==> config.mk <==
export PLATFORM = sky130hd
export DESIGN_NAME = cfg_regs_flat
export DESIGN_NICKNAME = d
export VERILOG_FILES = /design/src/logic/pid_types_pkg.sv /design/src/logic/pid_cfg_pkg.sv /design/src/logic/pid_cfg_ifs.sv /design/src/logic/cfg_regs.sv /design/src/flat_wrapper.sv
export SDC_FILE = /design/constraint.sdc
export NUM_CORES = 1
export LEC_CHECK = 0
export BUFFER_PORTS_ARGS = -buffer_cell sky130_fd_sc_hd__buf_4
export CAP_MARGIN = 5
export CORE_MARGIN = 2
export CORE_UTILIZATION = 30
export CTS_CLUSTER_SIZE = 16
export DETAILED_ROUTE_END_ITERATION = 8
export PLACE_DENSITY = 0.51
export SYNTH_ARGS = -nofsm -noshare
export SYNTH_HDL_FRONTEND = slang
export SYNTH_SLANG_ARGS = --single-unit
==> constraint.sdc <==
create_clock -name clk50_in -period 1.25 [get_ports clk50_in]
set_clock_uncertainty 0.05 [all_clocks]
set_input_delay 0.25 -clock clk50_in [delete_from_list [all_inputs] [get_ports clk50_in]]
set_output_delay 0.25 -clock clk50_in [all_outputs]
set_load 0.01 [all_outputs]
==> src/logic/pid_types_pkg.sv <==
package pid_types_pkg;

	//////////////////////////////
	// datapath widths
	//////////////////////////////

	// parallel adc word
	localparam int W_SAMPLE = 18;
	// coefficients and setpoint share the config word width
	localparam int W_COEF = 16;
	// pid terms and the integrator
	localparam int W_TERM = 40;
	// output multiplier
	localparam int W_MULT = 10;
	// output right shift count
	localparam int W_SHIFT = 5;
	// oversample exponent, block length is 2**os_exp
	localparam int W_OS = 4;

	//////////////////////////////
	// datapath types
	//////////////////////////////

	typedef logic signed [W_SAMPLE-1:0] sample_t;
	typedef logic signed [W_COEF-1:0] coef_t;
	typedef logic signed [W_TERM-1:0] term_t;
	// multiplier and shift are magnitudes only
	typedef logic [W_MULT-1:0] mult_t;
	typedef logic [W_SHIFT-1:0] shift_t;

endpackage

==> src/logic/pid_cfg_pkg.sv <==
package pid_cfg_pkg;

	//////////////////////////////
	// register address map
	//////////////////////////////

	localparam int W_ADDR = 4;

	// one address per config register
	typedef enum logic [W_ADDR-1:0] {
		ADDR_OS       = 4'h0,
		ADDR_SETPOINT = 4'h1,
		ADDR_P_COEF   = 4'h2,
		ADDR_I_COEF   = 4'h3,
		ADDR_D_COEF   = 4'h4,
		ADDR_LOCK_EN  = 4'h5,
		ADDR_OUT_MIN  = 4'h6,
		ADDR_OUT_MAX  = 4'h7,
		ADDR_OUT_INIT = 4'h8,
		ADDR_MULT     = 4'h9,
		ADDR_SHIFT    = 4'ha
	} cfg_addr_t;

	//////////////////////////////
	// reset values
	//////////////////////////////

	// upper bound opens fully after reset, all other registers clear to zero
	localparam logic [pid_types_pkg::W_COEF-1:0] OUT_MAX_RESET = '1;

endpackage

==> src/logic/pid_cfg_ifs.sv <==
// gain settings shared by both pid paths
interface gain_cfg_if import pid_types_pkg::*; ();
	coef_t setpoint;
	coef_t p_coef;
	coef_t i_coef;
	coef_t d_coef;
	// loop closed when high
	logic lock_en;

	modport source (
		output setpoint, p_coef, i_coef, d_coef, lock_en
	);
	modport sink (
		input setpoint, p_coef, i_coef, d_coef, lock_en
	);
endinterface

// output scaling and dac bounds
interface output_cfg_if import pid_types_pkg::*; #(
	parameter int W_OUT = 16
) ();
	// bounds and init are unsigned dac codes
	logic [W_OUT-1:0] out_min;
	logic [W_OUT-1:0] out_max;
	logic [W_OUT-1:0] out_init;
	mult_t mult;
	shift_t shift;

	modport source (
		output out_min, out_max, out_init, mult, shift
	);
	modport sink (
		input out_min, out_max, out_init, mult, shift
	);
endinterface

==> src/logic/cfg_regs.sv <==
module cfg_regs import pid_types_pkg::*, pid_cfg_pkg::*; #(
	parameter int W_OUT = 16,
	parameter int OS_MAX = 8
) (
	input logic clk50_in,
	input logic sys_reset,
	input logic cfg_write,
	input cfg_addr_t cfg_addr,
	input coef_t cfg_data,
	output logic [W_OS-1:0] os_exp,
	gain_cfg_if.source gain,
	output_cfg_if.source outp
);

	//////////////////////////////
	// write decode helpers
	//////////////////////////////

	// requested exponent in the low bits of the data word
	logic [W_OS-1:0] os_req;
	// same request limited to the filter's largest block
	logic [W_OS-1:0] os_lim;

	assign os_req = cfg_data[W_OS-1:0];
	assign os_lim = (os_req > W_OS'(OS_MAX)) ? W_OS'(OS_MAX) : os_req;

	//////////////////////////////
	// register file
	//////////////////////////////

	// one register per address, value visible from the next edge
	always_ff @(posedge clk50_in) begin
		if (sys_reset) begin
			os_exp <= '0;
			gain.setpoint <= '0;
			gain.p_coef <= '0;
			gain.i_coef <= '0;
			gain.d_coef <= '0;
			gain.lock_en <= 1'b0;
			outp.out_min <= '0;
			// full span until the host narrows it
			outp.out_max <= OUT_MAX_RESET[W_OUT-1:0];
			outp.out_init <= '0;
			outp.mult <= '0;
			outp.shift <= '0;
		end else if (cfg_write) begin
			case (cfg_addr)
				ADDR_OS: os_exp <= os_lim;
				// gains take the whole signed word
				ADDR_SETPOINT: gain.setpoint <= cfg_data;
				ADDR_P_COEF: gain.p_coef <= cfg_data;
				ADDR_I_COEF: gain.i_coef <= cfg_data;
				ADDR_D_COEF: gain.d_coef <= cfg_data;
				// lock enable is bit zero only
				ADDR_LOCK_EN: gain.lock_en <= cfg_data[0];
				// dac codes truncated to the output width
				ADDR_OUT_MIN: outp.out_min <= cfg_data[W_OUT-1:0];
				ADDR_OUT_MAX: outp.out_max <= cfg_data[W_OUT-1:0];
				ADDR_OUT_INIT: outp.out_init <= cfg_data[W_OUT-1:0];
				ADDR_MULT: outp.mult <= cfg_data[W_MULT-1:0];
				ADDR_SHIFT: outp.shift <= cfg_data[W_SHIFT-1:0];
				// unmapped addresses leave everything alone
				default: ;
			endcase
		end
	end

endmodule

==> src/flat_wrapper.sv <==
// flat-port wrapper written by rule: the top's interface ports become plain ports
module cfg_regs_flat import pid_types_pkg::*, pid_cfg_pkg::*;
#(
	parameter int W_OUT = 16,
	parameter int OS_MAX = 8
)
  (clk50_in, sys_reset, cfg_write, cfg_addr, cfg_data, os_exp, gain_setpoint, gain_p_coef, gain_i_coef, gain_d_coef, gain_lock_en, outp_out_min, outp_out_max, outp_out_init, outp_mult, outp_shift);
  gain_cfg_if gain_i ();
  output_cfg_if #(.W_OUT(W_OUT)) outp_i ();
  input logic clk50_in;
  input logic sys_reset;
  input logic cfg_write;
  input cfg_addr_t cfg_addr;
  input coef_t cfg_data;
  output logic [W_OS-1:0] os_exp;
  output wire logic [$bits(gain_i.setpoint)-1:0] gain_setpoint;
  output wire logic [$bits(gain_i.p_coef)-1:0] gain_p_coef;
  output wire logic [$bits(gain_i.i_coef)-1:0] gain_i_coef;
  output wire logic [$bits(gain_i.d_coef)-1:0] gain_d_coef;
  output wire logic [$bits(gain_i.lock_en)-1:0] gain_lock_en;
  output wire logic [$bits(outp_i.out_min)-1:0] outp_out_min;
  output wire logic [$bits(outp_i.out_max)-1:0] outp_out_max;
  output wire logic [$bits(outp_i.out_init)-1:0] outp_out_init;
  output wire logic [$bits(outp_i.mult)-1:0] outp_mult;
  output wire logic [$bits(outp_i.shift)-1:0] outp_shift;
  assign gain_setpoint = gain_i.setpoint;
  assign gain_p_coef = gain_i.p_coef;
  assign gain_i_coef = gain_i.i_coef;
  assign gain_d_coef = gain_i.d_coef;
  assign gain_lock_en = gain_i.lock_en;
  assign outp_out_min = outp_i.out_min;
  assign outp_out_max = outp_i.out_max;
  assign outp_out_init = outp_i.out_init;
  assign outp_mult = outp_i.mult;
  assign outp_shift = outp_i.shift;
  cfg_regs #(.W_OUT(W_OUT), .OS_MAX(OS_MAX)) u_core (.clk50_in(clk50_in), .sys_reset(sys_reset), .cfg_write(cfg_write), .cfg_addr(cfg_addr), .cfg_data(cfg_data), .os_exp(os_exp), .gain(gain_i), .outp(outp_i));
endmodule
After elaboration in Yosys (flattened, before gate mapping)
Cells that the tools add are included.

storage, ports and cells
  flip-flop bits (word level) = 132
  bits in latches = 0
  bits in writable memories = 0
  ROM bits = 0
  input bits = 23
  output and inout port bits = 132
  memories kept = 0

cells by class
  add/subtract/negate cells = 0
  multiply operators = 0
  div/mod/pow operators = 0
  magnitude comparators = 1
  eq/ne operators = 10
  shifts and indexed selects = 0
  multiplexer cells = 1
  bitwise gates (word level) = 0
  reductions and logical operators = 12

operators with widths
  cell                                                              number
  2-bit AND reduction                                               11
  4-bit by 3-bit == test with 1-bit output (second input constant)  4
  4-bit == test (second input constant)                             3
  4-bit by 2-bit == test with 1-bit output (second input constant)  2
  4-bit by 1-bit == test with 1-bit output (second input constant)  1
  4-bit greater-than comparator (second input constant)             1
  4-bit logical NOT                                                 1
  4-bit two-way mux                                                 1

Logic depth before layout (Yosys ltp)
Gate-level depths: netlist (run 1).

  depth in word-level cells = 2
  depth in mapped cells = 5
  mapped depth without buffers = 3

Worst setup path before layout (run 1)
OpenSTA, ideal clock, no wires.

  kind = input to register
  start point = input sys_reset
  end point = register u_core.gain.d_coef[0]
  setup time = 132 ps
  arrival = 1,118 ps
  path slack = -50 ps
  stages on the path = 5
  buffers on the path = 4
  cells stage by stage = buf_2 > buf_2 > clkbuf_1 > clkbuf_1 > a21oi_1

RTL lines
  item                  RTL line            RTL
  start, declared       flat_wrapper.sv:11  input logic sys_reset;
  end signal, assigned  cfg_regs.sv:53      ADDR_D_COEF: gain.d_coef <= cfg_data;
  end, declared         pid_cfg_ifs.sv:11   output setpoint, p_coef, i_coef, d_coef, lock_en

No word-level cell between the ends.

Worst setup path in the final report (run 1)
  start point = register u_core.gain.i_coef[4]
  end point = output gain_i_coef[4]

RTL lines
  item                    RTL line            RTL
  start, declared         pid_cfg_ifs.sv:11
  start signal, assigned  cfg_regs.sv:52      ADDR_I_COEF: gain.i_coef <= cfg_data;
  end, declared           flat_wrapper.sv:18  output wire logic [$bits(gain_i.i_coef)-1:0] gain_i_coef;

No word-level cell between the ends.

==> results of run 1 <==
==> placed cells by master, fill, tap and decap left out, types with 2 or more instances in the layout <==
master     synthesis  final
clkinv_2           0      2
nand2b_1         112    112
clkbuf_16          0     17
a21oi_1           20     20
mux2i_1          112    112
buf_4              4    171
clkbuf_8           0      5
nand3_1           17     17
buf_12             0     13
dfxtp_2            0      3
nand2_2            5      5
and3b_1            2      2
nor2_1            33     33
nand2_1            2      2
clkbuf_1          23      4
nand4b_1           3      3
o21ai_0           20     20
dfxtp_1          132    129
nor2b_1            2      2
bufinv_16          0      2
==> worst max path at each step <==
stage                                          to  cells past startpoint  slack (ns)                     start
after floorplan             u_core.gain.d_coef[0]                      5       -0.05                 sys_reset
final                              gain_i_coef[4]                      1        0.05     u_core.gain.i_coef[4]
after global routing               gain_i_coef[0]                      1       0.005     u_core.gain.i_coef[0]
after detailed placement   u_core.outp.out_max[8]                      5       -0.22               cfg_addr[3]
after global placement    u_core.outp.out_max[14]                      5       -0.16               cfg_addr[3]
after CTS                       gain_setpoint[15]                      1      0.0009  u_core.gain.setpoint[15]
==> cells by family after synthesis <==
group / after synthesis / share of synthesized area (%)
compound gates: 40 / 3.84
buf+inv: 35 / 3.22
simple gates: 183 / 20.7
flops: 132 / 50.7
mux: 112 / 21.5
==> metrics by stage <==
| stage | cell area, sq um | util [%] | cells |
|---|---|---|---|
| CTS | 7440 | 43.5 | 906 |
| finish | 7450 | 43.5 | 906 |
| floorplan | 5210 | - | 502 |
| detailed placement | 6870 | 40.1 | 876 |
| global placement | 6870 | 40.1 | 876 |
| global route | 7450 | 43.5 | 906 |
==> registers in the layout, indices dropped and copies added (netlist names) <==
register and flops:
u_core.gain.d_coef 16, u_core.gain.i_coef 16, u_core.gain.lock_en 1, u_core.gain.p_coef 16
u_core.gain.setpoint 16, u_core.os_exp 4, u_core.outp.mult 10, u_core.outp.out_init 16
u_core.outp.out_max 16, u_core.outp.out_min 16, u_core.outp.shift 5
==> layer usage <==
| layer | global-route usage (%) | vias to the layer above | part of all wire, % |
|---|---|---|---|
| met3 | 5.54 | 9 | 5.7 |
| met4 | 4.51 | 0 | 0.88 |
| met5 | 0 | - | 0 |
| li1 | - | 2018 | - |
| met2 | 26.0 | 97 | 48 |
| met1 | 21.0 | 2007 | 45 |
==> power by group through the flow <==
stage | Combinational (mW) | Sequential, mW | Clock, mW
after detailed placement | 0.672 | 4.39 | 0
after floorplan | 0.299 | 4.41 | 0
after global placement | 0.661 | 4.39 | 0
after CTS | 0.673 | 4.30 | 5.05
after global routing | 0.718 | 4.30 | 5.21
final | 0.663 | 4.30 | 4.91
==> layout make-up <==
class	instances	area [sq um]	share of cell area, %
clock inverters	4	70.1	0.941
flip-flops and latches	132	2650	35.5
clock buffers	26	509	6.84
well taps	225	282	3.78
multi-input cells	335	2400	32.2
repair buffers	184	1540	20.7
==> parameters.txt, run 1 <==
Parameter                              Value

Logic synthesis
  Post-synth top area cell ... dfxtp_1
  Nets in the synthesized netlist ... 525
  Area share of the leading cell type in the synthesized netlist ... 50.7%
  Share of synthesized flip-flops with an asynchronous set or reset ... 0%
  Number of instances in the synthesized netlist ... 502
  FF+latch count, synth ... 132
  Synth unique cells ... 24
  Main synth FF type ... dfxtp_1
  Library cell with the highest instance count after synthesis ... dfxtp_1
  Count of flip-flops with a built-in enable after synthesis ... 0
  Most frequent cells after synthesis ... dfxtp_1, mux2i_1, nand2b_1
  Count of synthesis-stage warnings from yosys ... 0
  Portion of the post-synthesis area used by sequential elements ... 50.7%
  Synthesized cell area ... 5210 sq um
  Syn avg cell area ... 10.4 sq um
  Top cells by area in the synthesized netlist ... dfxtp_1, mux2i_1, nand2b_1

Timing
  Final count of negative-setup-slack endpoints ... 0
  Relative slew slack ... 74.3%
  Minimum clock period ... 1.20 ns
  Hold Violations, Final ... 0
  Final worst setup slack ... 0.0463 ns
  Fmax ... 831 MHz
  Worst hold slack ... 0.0626 ns
  RSZ-0062 raised after global routing ... false
  Final period utilization ... 96.3%
  Pins Over Slew Limit ... 0
  Worst Tran Pin Value ... 0.386 ns
  Total negative slack for setup checks ... 0 ns

Floorplanning
  Die height ... 136 um
  Floorplan core area ... 17100 sq um
  Total number of placement rows ... 48
  Overall die width ... 136 um
  Die Footprint ... 18400 sq um
  Count of pins on the block boundary ... 155
  Initial Utilization ... 30.4%

Pwr
  Switching power total ... 2.11 mW
  Power per Cell Area ... 1330 nW/um^2
  Logic pwr share ... 6.7%
  Worst ir drop on vdd ... 0.939 mV
  Net switching fraction of the power ... 21.4%
  Static leakage power ... 3.58 nW
  Flop pwr share ... 43.5%
  Total power consumption of the routed design ... 9.87 mW
  Clock network power share ... 49.8%
  Internal power consumption ... 7.76 mW

Hold path
  Hold WC Path Type ... in2reg
  Startpoint of the worst hold path ... cfg_data[5]
  Min-Delay Path Depth ... 3
  Destination of the worst hold path ... u_core.gain.d_coef[5]

Critical path
  CP max stage cell ... dfxtp_1
  CP Data Required Time ... 0.95 ns
  Launching element type of the critical path ... register
  Maximum fanout along the worst path ... 2
  Startpoint of the worst register-to-register path ... u_core.gain.d_coef[11]
  Worst path bufs/invs ... 1
  Critical path class ... reg2out
  Critical Path, Cell by Cell ... buf_4
  End of the worst register-to-register path ... u_core.gain.d_coef[11]
  Reg-to-reg slack, setup ... 0.53 ns
  Maximum single-stage delay on the critical path ... 0.36 ns
  CP delay by family, top ... flip-flops
  R2R cell count ... 2
  Arrival time at the worst endpoint ... 0.90 ns
  Category of the worst setup path capture point ... output port

GRT
  Largest net degree at the start of global routing ... 40
  Via count of the first global-routing pass ... 4190
  Final global-route overflow total ... 0
  All-layer global routing usage ... 16.3%
  Global-route wire length before repair ... 23.0 mm
  Antenna violations before repair ... 0

Routing
  Post-DRT Antenna Nets ... 0
  Routed wire per std cell ... 16.1 um
  DRC errors left ... 0
  Detailed-route wire length ... 14.6 mm
  Number of DRC markers after the initial detailed-route iteration ... 108
  Via/cell ratio ... 4.56
  Number of iterations in the first detailed-routing pass ... 4
  Total number of vias ... 4131

Clock tree
  Master cell of the clock root buffer ... clkbuf_16
  Hold-fix buffers, CTS ... 0
  Post-CTS setup buffer count ... 0
  Reg clk slew, reported paths ... 0.06 ns
  Number of buffers created by CTS ... 17
  CTS tree ... built
  Number of clock sinks seen by CTS ... 132
  Quantity of gates resized following cts ... 0
  Deepest clock path buffer count ... 2
  Worst skew pair latency ... 0.41 ns
  Number of H-tree branching levels ... 4

Placed design
  Post-DP HPWL ... 10.6 mm
  Final weighted congestion of routability-driven global placement ... 0.741
  # port buffers ... 154
  Pre-CTS WS ... -0.220 ns

Status
  Run status ... completed

Run
  # Max-Cap Violations ... 0

Cells and area
  Fraction of final layout cells with drive strength greater than 1 ... 32.6%
  Total inserted antenna cells ... 0
  Number of nets in the layout ... 693
  Area overhead of the layout relative to synthesis ... 43.0%
  Number of filler instances in the final layout ... 1685
Power figures use the tool's default switching activity.
==> run 2: changes to the inputs <==
--- a/config.mk
+++ b/config.mk
@@ -8,10 +8,10 @@
 export BUFFER_PORTS_ARGS = -buffer_cell sky130_fd_sc_hd__buf_4
 export CAP_MARGIN = 5
 export CORE_MARGIN = 2
-export CORE_UTILIZATION = 30
+export CORE_UTILIZATION = 46
 export CTS_CLUSTER_SIZE = 16
 export DETAILED_ROUTE_END_ITERATION = 8
-export PLACE_DENSITY = 0.51
+export PLACE_DENSITY = 0.73
 export SYNTH_ARGS = -nofsm -noshare
 export SYNTH_HDL_FRONTEND = slang
 export SYNTH_SLANG_ARGS = --single-unit
==> run 2 against run 1 <==
Critical path depth is the same; sequential share of layout area grew 0.53 points; flip-flop and latch count is the same; largest power group unchanged; utilization grew 23 points; clock power grew 14%; via count grew 0.22%; sequential power is essentially flat; worst setup slack lost 0.013 ns; routed wire length shrank 7.5%; power grew 6.8%; first-iteration DRC count grew 67%; non-clock buffer count shrank 7; critical path type unchanged.
==> parameters.txt, run 2 (same netlist as run 1, synthesis figures left out) <==
Parameter                              Value

Critical path
  Category of the worst setup path capture point ... output port
  Launching element type of the critical path ... register
  CP Data Required Time ... 0.95 ns
  Critical Path, Cell by Cell ... buf_4
  Maximum fanout along the worst path ... 2
  Maximum single-stage delay on the critical path ... 0.37 ns
  CP max stage cell ... dfxtp_1
  Arrival time at the worst endpoint ... 0.92 ns
  CP delay by family, top ... flip-flops
  Critical path class ... reg2out
  Worst path bufs/invs ... 1

GRT
  Largest net degree at the start of global routing ... 55
  Antenna violations before repair ... 0
  Final global-route overflow total ... 0
  Via count of the first global-routing pass ... 4290
  All-layer global routing usage ... 22.4%
  Global-route wire length before repair ... 22.1 mm

Floorplanning
  Floorplan core area ... 10900 sq um
  Overall die width ... 110 um
  Count of pins on the block boundary ... 155
  Total number of placement rows ... 38
  Die height ... 110 um
  Initial Utilization ... 47.6%
  Die Footprint ... 12200 sq um

Timing
  Final count of negative-setup-slack endpoints ... 0
  Worst Tran Pin Value ... 0.421 ns
  Hold Violations, Final ... 0
  Minimum clock period ... 1.22 ns
  Worst hold slack ... 0.0747 ns
  Total negative slack for setup checks ... 0 ns
  Pins Over Slew Limit ... 0
  Fmax ... 822 MHz
  Final period utilization ... 97.3%
  Relative slew slack ... 71.9%
  RSZ-0062 raised after global routing ... false

Clock tree
  Quantity of gates resized following cts ... 0
  Post-CTS setup buffer count ... 0
  Deepest clock path buffer count ... 2
  Master cell of the clock root buffer ... clkbuf_16
  Reg clk slew, reported paths ... 0.06 ns
  CTS tree ... built
  Number of clock sinks seen by CTS ... 132
  Hold-fix buffers, CTS ... 0
  Number of buffers created by CTS ... 17
  Number of H-tree branching levels ... 4
  Worst skew pair latency ... 0.41 ns

Placed design
  # port buffers ... 154
  Post-DP HPWL ... 9.55 mm
  Final weighted congestion of routability-driven global placement ... 0.803

Cells and area
  Fraction of final layout cells with drive strength greater than 1 ... 32.1%
  Number of nets in the layout ... 686
  Total inserted antenna cells ... 0
  Top library cells by usage in the layout, fill and taps aside ... buf_4, dfxtp_1, nand2b_1, mux2i_1, nor2_1
  Leading cell type in the layout, fill and taps excluded ... buf_4
  Area overhead of the layout relative to synthesis ... 40.7%
  Number of filler instances in the final layout ... 878

Hold path
  Hold WC Path Type ... in2reg

Pwr
  Power per Cell Area ... 1440 nW/um^2
  Static leakage power ... 3.55 nW
  Worst ir drop on vdd ... 0.766 mV

Routing
  Number of iterations in the first detailed-routing pass ... 5
  Number of DRC markers after the initial detailed-route iteration ... 180
  Post-DRT Antenna Nets ... 0
  Wire length on met1 ... 6.03 mm
  Via/cell ratio ... 5.07
  Met2 Routed Length ... 6.34 mm
  Sum of met3 wire segment lengths after detailed routing ... 959 um
  Total number of vias ... 4140
  Highest metal layer with signal wires ... met4
  DRC errors left ... 0
  Routed wire per std cell ... 16.6 um
  Detailed-route wire length ... 13.5 mm

Status
  Run status ... completed

Run
  # Max-Cap Violations ... 0
## run 2: report_power, final
group	switching [mW]	total [mW]	internal, mW	leakage [nW]
logic	0.329	0.623	0.294	2.17
registers	0.0324	4.30	4.26	1.07
clock network	1.83	5.62	3.79	0.316
## run 2: area by class of cell
cell class	instances	area [sq um]	share of cell area (%)
sequential	132	2640	36.1
tap	140	175	2.39
clock inverter	13	229	3.12
clock buffer	19	443	6.04
multi-input combinational	335	2400	32.7
timing repair buffer	177	1440	19.7
## run 2: path summary, 6_finish.rpt
kind         slack, ns                    from  cells past startpoint                     end
max reg2reg       0.50   u_core.gain.i_coef[9]                      2   u_core.gain.i_coef[9]
min               0.07             cfg_data[9]                      3   u_core.gain.d_coef[9]
min reg2reg       0.42  u_core.outp.out_min[2]                      2  u_core.outp.out_min[2]
max               0.03   u_core.gain.i_coef[9]                      1          gain_i_coef[9]
## run 2: metrics by stage
stage / util, % / instance area, sq um / power, mW / setup WS (ns) / cells
floorplan: - / 5210 / 4.70 / -0.0504 / 502
global placement: 60.9 / 6660 / 4.99 / -0.0875 / 784
detailed placement: 60.9 / 6660 / 5.00 / -0.175 / 784
CTS: 67.0 / 7330 / 10.6 / 0.0264 / 816
global route: 67.0 / 7330 / 10.9 / 0.0116 / 816
finish: 67.0 / 7330 / 10.5 / 0.0338 / 816
## run 2: per-layer routing
layer	global-route usage (%)	vias up
met5	0	-
met4	7.25	0
met3	7.74	23
met2	36.1	135
met1	28.1	1972
li1	-	2010
## run 2: worst register-to-register path, stage by stage (launching register included)
cell and delay [ns]:
dfxtp_1 0.37, nand2b_1 0.09, mux2i_1 0.16
